--- src/pixel_pkg.sv ---
package pixel_pkg;

    localparam int lane_w = 10;  // Bits per pixel lane
    localparam int lanes  = 4;   // Pixel lanes per word

    typedef logic [lane_w-1:0] lane_t;

    // Four lanes side by side, lane 0 in the low bits
    typedef struct packed {
        lane_t [lanes-1:0] lane;
    } pix_word_t;

endpackage

--- src/window_pkg.sv ---
package window_pkg;

    import pixel_pkg::*;

    // Neighbourhood geometry
    localparam int win_rows  = 7;
    localparam int win_cols  = 13;
    localparam int repl_rows = 3;  // Top rows that may take replacement lines

    typedef logic [3:0] row_idx_t;  // Row counter of the frame

    // Slot s takes its replacement line once row_idx reaches repl_min[s]
    localparam row_idx_t repl_min [0:repl_rows-1] = '{4'd3, 4'd2, 4'd1};

    // One column of the window, slot 0 is the top row
    typedef struct packed {
        pix_word_t [win_rows-1:0] slot;
    } column_t;

    typedef struct packed {
        pix_word_t [repl_rows-1:0] line;  // Line s feeds slot s
    } repl_t;

    // Column 0 holds the oldest data, column win_cols-1 the newest
    typedef column_t [win_cols-1:0] window_t;

endpackage

--- src/array_flow_top.sv ---
module array_flow_top #(
    parameter int detail_thresh = 102
) (
    input  logic                  clk,
    input  logic                  rst_n,
    input  logic                  col_valid,
    input  window_pkg::column_t   col,
    input  window_pkg::repl_t     repl,
    input  window_pkg::row_idx_t  row_idx,
    output logic                  out_valid,
    output pixel_pkg::pix_word_t  out_word
);

    import window_pkg::*;

    logic    cap_valid;
    column_t cap_col;
    logic    win_valid;
    window_t win;

    // Column in, line replacement on the top rows
    column_capture u_capture (
        .clk       (clk),
        .rst_n     (rst_n),
        .col_valid (col_valid),
        .col       (col),
        .repl      (repl),
        .row_idx   (row_idx),
        .cap_valid (cap_valid),
        .cap_col   (cap_col)
    );

    window_shift u_shift (
        .clk       (clk),
        .rst_n     (rst_n),
        .cap_valid (cap_valid),
        .cap_col   (cap_col),
        .win_valid (win_valid),
        .win       (win)
    );

    cross_filter #(
        .detail_thresh (detail_thresh)
    ) u_filter (
        .clk       (clk),
        .rst_n     (rst_n),
        .win_valid (win_valid),
        .win       (win),
        .out_valid (out_valid),
        .out_word  (out_word)
    );

endmodule

--- src/column_capture.sv ---
module column_capture (
    input  logic                  clk,
    input  logic                  rst_n,
    input  logic                  col_valid,
    input  window_pkg::column_t   col,
    input  window_pkg::repl_t     repl,
    input  window_pkg::row_idx_t  row_idx,
    output logic                  cap_valid,
    output window_pkg::column_t   cap_col
);

    import window_pkg::*;

    column_t sel_col;

    // Processed lines re-enter the top of the window as the frame moves down
    always_comb begin
        sel_col = col;
        for (int s = 0; s < repl_rows; s++) begin
            if (row_idx >= repl_min[s]) begin
                sel_col.slot[s] = repl.line[s];
            end
        end
    end

    always_ff @(posedge clk or negedge rst_n) begin
        if (!rst_n) begin
            cap_valid <= 1'b0;
        end else begin
            cap_valid <= col_valid;  // One cycle strobe, no back-pressure
        end
    end

    always_ff @(posedge clk or negedge rst_n) begin
        if (!rst_n) begin
            cap_col <= '0;
        end else if (col_valid) begin
            cap_col <= sel_col;  // Held between strobes
        end
    end

endmodule

--- src/cross_filter.sv ---
module cross_filter #(
    parameter int detail_thresh = 102
) (
    input  logic                 clk,
    input  logic                 rst_n,
    input  logic                 win_valid,
    input  window_pkg::window_t  win,
    output logic                 out_valid,
    output pixel_pkg::pix_word_t out_word
);

    import pixel_pkg::*;
    import window_pkg::*;

    localparam int c_row = win_rows / 2;  // Row 3
    localparam int c_col = win_cols / 2;  // Column 6

    pix_word_t centre;
    pix_word_t up_word;
    pix_word_t dn_word;
    pix_word_t lf_word;
    pix_word_t rt_word;
    pix_word_t avg_word;

    logic [lanes-1:0][lane_w+1:0] lane_sum;  // Two guard bits for four terms
    logic [lanes-1:0][lane_w-1:0] detail;
    logic [lane_w-1:0]            max_detail;
    logic                         sel_avg;

    // Centre cross
    assign centre  = win[c_col].slot[c_row];
    assign up_word = win[c_col].slot[c_row-1];
    assign dn_word = win[c_col].slot[c_row+1];
    assign lf_word = win[c_col-1].slot[c_row];
    assign rt_word = win[c_col+1].slot[c_row];

    always_comb begin
        max_detail = '0;
        for (int l = 0; l < lanes; l++) begin
            lane_sum[l] = {2'b00, up_word.lane[l]} + {2'b00, dn_word.lane[l]}
                        + {2'b00, lf_word.lane[l]} + {2'b00, rt_word.lane[l]};
            avg_word.lane[l] = lane_sum[l][lane_w+1:2];  // Truncating divide by four

            if (centre.lane[l] > avg_word.lane[l]) begin
                detail[l] = centre.lane[l] - avg_word.lane[l];
            end else begin
                detail[l] = avg_word.lane[l] - centre.lane[l];
            end

            if (detail[l] > max_detail) begin
                max_detail = detail[l];
            end
        end
    end

    // Strong local detail takes the smoothed word
    assign sel_avg = (max_detail > detail_thresh);

    always_ff @(posedge clk or negedge rst_n) begin
        if (!rst_n) begin
            out_valid <= 1'b0;
        end else begin
            out_valid <= win_valid;
        end
    end

    always_ff @(posedge clk or negedge rst_n) begin
        if (!rst_n) begin
            out_word <= '0;
        end else if (win_valid) begin
            out_word <= sel_avg ? avg_word : centre;
        end
    end

endmodule

--- src/window_shift.sv ---
module window_shift (
    input  logic                 clk,
    input  logic                 rst_n,
    input  logic                 cap_valid,
    input  window_pkg::column_t  cap_col,
    output logic                 win_valid,
    output window_pkg::window_t  win
);

    import window_pkg::*;

    localparam int fill_w = $clog2(win_cols + 1);
    localparam logic [fill_w-1:0] fill_full = fill_w'(win_cols);

    logic [fill_w-1:0] fill_cnt;
    logic              fill_next_full;

    // Counter reaches full with the shift that is happening now
    assign fill_next_full = (fill_cnt >= fill_full - 1'b1);

    // Number of real columns in the window, saturating
    always_ff @(posedge clk or negedge rst_n) begin
        if (!rst_n) begin
            fill_cnt <= '0;
        end else if (cap_valid && fill_cnt != fill_full) begin
            fill_cnt <= fill_cnt + 1'b1;
        end
    end

    always_ff @(posedge clk or negedge rst_n) begin
        if (!rst_n) begin
            win_valid <= 1'b0;
        end else begin
            win_valid <= cap_valid && fill_next_full;
        end
    end

    // Oldest column drops out at column 0
    always_ff @(posedge clk or negedge rst_n) begin
        if (!rst_n) begin
            win <= '0;
        end else if (cap_valid) begin
            win <= {cap_col, win[win_cols-1:1]};
        end
    end

endmodule

--- config.mk ---
export PLATFORM = sky130hd
export DESIGN_NAME = array_flow_top
export DESIGN_NICKNAME = d
export VERILOG_FILES = /design/src/pixel_pkg.sv /design/src/window_pkg.sv /design/src/array_flow_top.sv /design/src/column_capture.sv /design/src/cross_filter.sv /design/src/window_shift.sv
export SDC_FILE = /design/constraint.sdc
export NUM_CORES = 2
export LEC_CHECK = 0
export BUFFER_PORTS_ARGS = -buffer_cell sky130_fd_sc_hd__buf_4
export CAP_MARGIN = 10
export CORE_MARGIN = 2
export CORE_UTILIZATION = 55
export DETAILED_ROUTE_END_ITERATION = 8
export MAX_ROUTING_LAYER = met4
export PLACE_DENSITY = 0.75
export SLEW_MARGIN = 0
export SYNTH_ARGS = -nofsm -noshare
export SYNTH_HDL_FRONTEND = slang
export SYNTH_SLANG_ARGS = --single-unit
export TNS_END_PERCENT = 50
--- constraint.sdc ---
create_clock -name clk -period 13.8 [get_ports clk]
set_clock_uncertainty 0.2 [all_clocks]
set_input_delay 2.76 -clock clk [delete_from_list [all_inputs] [get_ports clk]]
set_output_delay 2.76 -clock clk [all_outputs]
set_load 0.05 [all_outputs]
==> impl_metrics.csv <==
group,metric,value,unit
cts,cts_hold_buf,0,
critical_path,critical_path_class,"flip-flop to flip-flop",
critical_path,crit_path_max_fanout,33,
yosys,ys.flop_type,"dfrtp_1",
yosys,yosysTopAreaCell,"dfrtp_1",
route,vias_per_cell,5.42,
route,drt_iter0_markers,1838,
worst_hold_path,whs_path_depth,2,
yosys,synth_compound_area_frac,0.0733,
job,cap_violations,0,
placed_design,post-dp-hpwl,66000,um
sta,relSlewSlack,0.286,
route,drc,0,
critical_path,slowest_stage,"or4_1",
yosys,synthMuxAreaShare,0.218,
final_layout,utilization,0.623,
placed_design,placed_area,0.0504,mm2
route,ant_nets,0,
final_layout,area.growth.synth_to_final,12.8,%
sta,layout_min_cycle_time,12.97,ns
yosys,synth_fa_ha_area_frac,0.0714,
die,fp.dieArea,0.0891,mm2
sta,hold_violations,0,
die,start_util,0.552,
final_layout,nets,4514,
yosys,synth_area_leaders,"dfrtp_1, mux2_2, ha_1",
cts,clock_sinks,1047,
run_status,status,"finished clean",
route,vias,27600,
critical_path,reg2reg_from,"u_shift.win[1850]$_DFFE_PN0P_",
cts,numCtsBuffers,101,
worst_hold_path,hp-start,"u_shift.win[2117]$_DFFE_PN0P_",
placed_design,gp_congestion,0.862,
global_route,grt_max_degree,204,
sta,tightest_slew,1.07,ns
yosys,yosys_warnings,0,
critical_path,crit_top_cell,"ha_1",
yosys,ys_ff_latch,1047,
yosys,synth.top_cell.area_share,0.549,
critical_path,max_stage_delay,0.51,ns
global_route,antenna_found_initial,0,
global_route,busiest_layer,"met2",
critical_path,crit-reg2reg-capture,"u_filter.out_word[9]$_DFFE_PN0P_",
route,wl,94500,um
critical_path,cp-end-kind,"flip-flop",
die,die_h,299,um
critical_path,rrSetupSlack,0.83,ns
global_route,use_met1,0.311,
yosys,synth.distinct_cells,80,
route,avgRoutedWirePerCell,18.6,um
cts,insertion_delay,0.66,ns
die,ios,448,
critical_path,crit_arrival,13.31,ns
placed_design,dp_worst_setup_slack,0.405,ns
yosys,yosys.area_share.simple,0.0350,
sta,worst_slack,0.826,ns
yosys,synth_top_family_by_area,"multiplexers",
yosys,synthTopCellsByCount,"dfrtp_1, mux2_2, inv_1, ha_1, a21oi_1",
final_layout,drive_above_1_share,0.332,
yosys,async_flop_share,1.00,
cts,clk_pin_slew_worst_paths,0.06,ns
sta,setup_viol,0,
worst_hold_path,min_path_type,"flip-flop to flip-flop",
cts,clockRootBuffer,"clkbuf_16",
yosys,syn_inst,3690,
critical_path,cp.required,14.13,ns
sta,report.final.slew_viol_count,0,
die,num_rows,108,
final_layout,design_area,0.0538,mm2
critical_path,startpoint_type,"flip-flop",
global_route,use_met2,0.347,
global_route,grt_pass1_wl,153000,um
global_route,grtUsageTotal,0.221,
die,die_w,299,um
sta,max_freq,0.0771,GHz
cts,cts_tree,"yes",
yosys,netlist_area,0.0477,mm2
yosys,synth_most_common_cell,"dfrtp_1",
global_route,grt_use_met3,0.0276,
yosys,synth_nets,4338,
critical_path,ff2ff_path_depth,53,
sta,tns,0,ns
route,drt_first_pass_iters,5,
global_route,grt_overflow_total,0,
yosys,avgSynthCellArea,12.9,um2
die,core_area,0.0863,mm2
sta,rsz0062_at_grt,"no",
cts,cts_max_level,3,
final_layout,diodes,0,
cts,clk_path_buf_depth,3,
worst_hold_path,whs_endpoint,"u_shift.win[1837]$_DFFE_PN0P_",
placed_design,portBuffers,207,
yosys,yosysSeqAreaShare,0.549,
final_layout,fill_cells,6549,
yosys,synth_edf_count,0,
yosys,synthXorXnorAreaFrac,0.0171,
global_route,grt_pass1_vias,28000,
sta,fin_crit_sh,0.940,
-- cell usage in the layout, fill, tap and decap left out, types with 5 or more instances in the layout --
| master | synthesis | routed |
|---|---|---|
| a31oi_1 | 40 | 39 |
| a21oi_1 | 181 | 178 |
| clkinv_2 | 0 | 15 |
| clkbuf_16 | 0 | 103 |
| mux2i_1 | 67 | 67 |
| nor2_1 | 103 | 103 |
| buf_4 | 6 | 232 |
| a21o_1 | 47 | 46 |
| nand2_1 | 143 | 142 |
| a21oi_2 | 3 | 6 |
| a22o_1 | 5 | 5 |
| o21bai_1 | 43 | 43 |
| clkbuf_8 | 0 | 27 |
| nand3_1 | 13 | 13 |
| nor2b_1 | 19 | 19 |
| and2_1 | 9 | 9 |
| nand4_1 | 17 | 17 |
| a211oi_1 | 8 | 7 |
| clkbuf_1 | 135 | 19 |
| buf_12 | 0 | 6 |
| fa_1 | 52 | 52 |
| o21a_1 | 8 | 8 |
| ha_1 | 189 | 188 |
| o21ai_1 | 5 | 5 |
| bufinv_16 | 0 | 6 |
| o311ai_0 | 5 | 5 |
| o31ai_1 | 7 | 7 |
| inv_1 | 273 | 273 |
| nand2b_1 | 9 | 9 |
| dfrtp_1 | 1047 | 1046 |
| or3_1 | 7 | 6 |
| xor2_1 | 30 | 28 |
| xnor2_1 | 63 | 59 |
| a221oi_1 | 5 | 5 |
| o21ai_0 | 172 | 172 |
| o211ai_1 | 6 | 6 |
| mux2_2 | 866 | 866 |
| nor3_1 | 11 | 11 |
-- area by class of cell --
type / instances / area [um2] / area share
tap: 1155 / 1450 / 0.0268
sequential: 1047 / 26200 / 0.487
clock inverter: 29 / 337 / 0.00625
inverter: 274 / 1030 / 0.0191
clock buffer: 149 / 3020 / 0.0561
timing repair buffer: 240 / 1890 / 0.0351
multi-input combinational: 2202 / 19900 / 0.370
-- through the flow --
step / std cells / hold WS (ns)
6_report: 5096 / 0.278
5_1_grt: 5096 / 0.305
4_1_cts: 5092 / 0.278
3_5_place_dp: 4914 / 0.264
3_3_place_gp: 4914 / 0.257
2_1_floorplan: 3690 / 0.152
-- routing by layer --
layer / part of all wire / vias up
met5: 0 / -
met4: 0.019 / 0
met3: 0.035 / 111
met2: 0.48 / 418
met1: 0.47 / 13900
li1: - / 13200
-- timing repair --
action,CTS,global route
setup endpoints to repair,0,40
endpoints found under the hold margin,0,0
setup buffers,0,4
resized for setup,0,17
-- worst max-delay path by stage --
| stage | end | start | cells past startpoint | slack (ns) |
|---|---|---|---|---|
| global placement | u_filter.out_word[9]$_DFFE_PN0P_ | u_shift.win[1760]$_DFFE_PN0P_ | 54 | 0.44 |
| detailed placement | u_filter.out_word[9]$_DFFE_PN0P_ | u_shift.win[1760]$_DFFE_PN0P_ | 54 | 0.40 |
| global route | u_filter.out_word[19]$_DFFE_PN0P_ | u_shift.win[1851]$_DFFE_PN0P_ | 53 | 0.02 |
| CTS | u_filter.out_word[9]$_DFFE_PN0P_ | u_shift.win[1760]$_DFFE_PN0P_ | 54 | 0.34 |
| floorplan | u_filter.out_word[37]$_DFFE_PN0P_ | u_shift.win[1770]$_DFFE_PN0P_ | 55 | 2.39 |
| finish | u_filter.out_word[9]$_DFFE_PN0P_ | u_shift.win[1850]$_DFFE_PN0P_ | 53 | 0.83 |
-- logic make-up after synthesis --
family | Yosys count
compound gates | 574
xor+xnor | 93
fa+ha+maj | 241
buf+inv | 441
flops | 1047
mux | 933
simple gates | 361
-- critical path: cells and delay by family, from the launching register on --
family          cells  cell delay [ns]
mux                 2             0.70
fa+ha+maj           8             2.61
flops               1             0.41
simple gates       13             2.58
buf+inv             4             0.61
compound gates     25             5.38
xor+xnor            1             0.28
-- sequential cells by signal, summed over array words and instances, names as in the netlist --
| register | cells |
|---|---|
| u_shift.win | 880 |
| u_shift.fill_cnt | 4 |
| u_filter.out_word | 40 |
| u_shift.win_valid | 1 |
| u_capture.cap_col | 120 |
| u_filter.out_valid | 1 |
| u_capture.cap_valid | 1 |
Power is left out: the tool's default activity adds up to more than one toggle a clock period on the data nets, which glitch-free logic cannot reach.
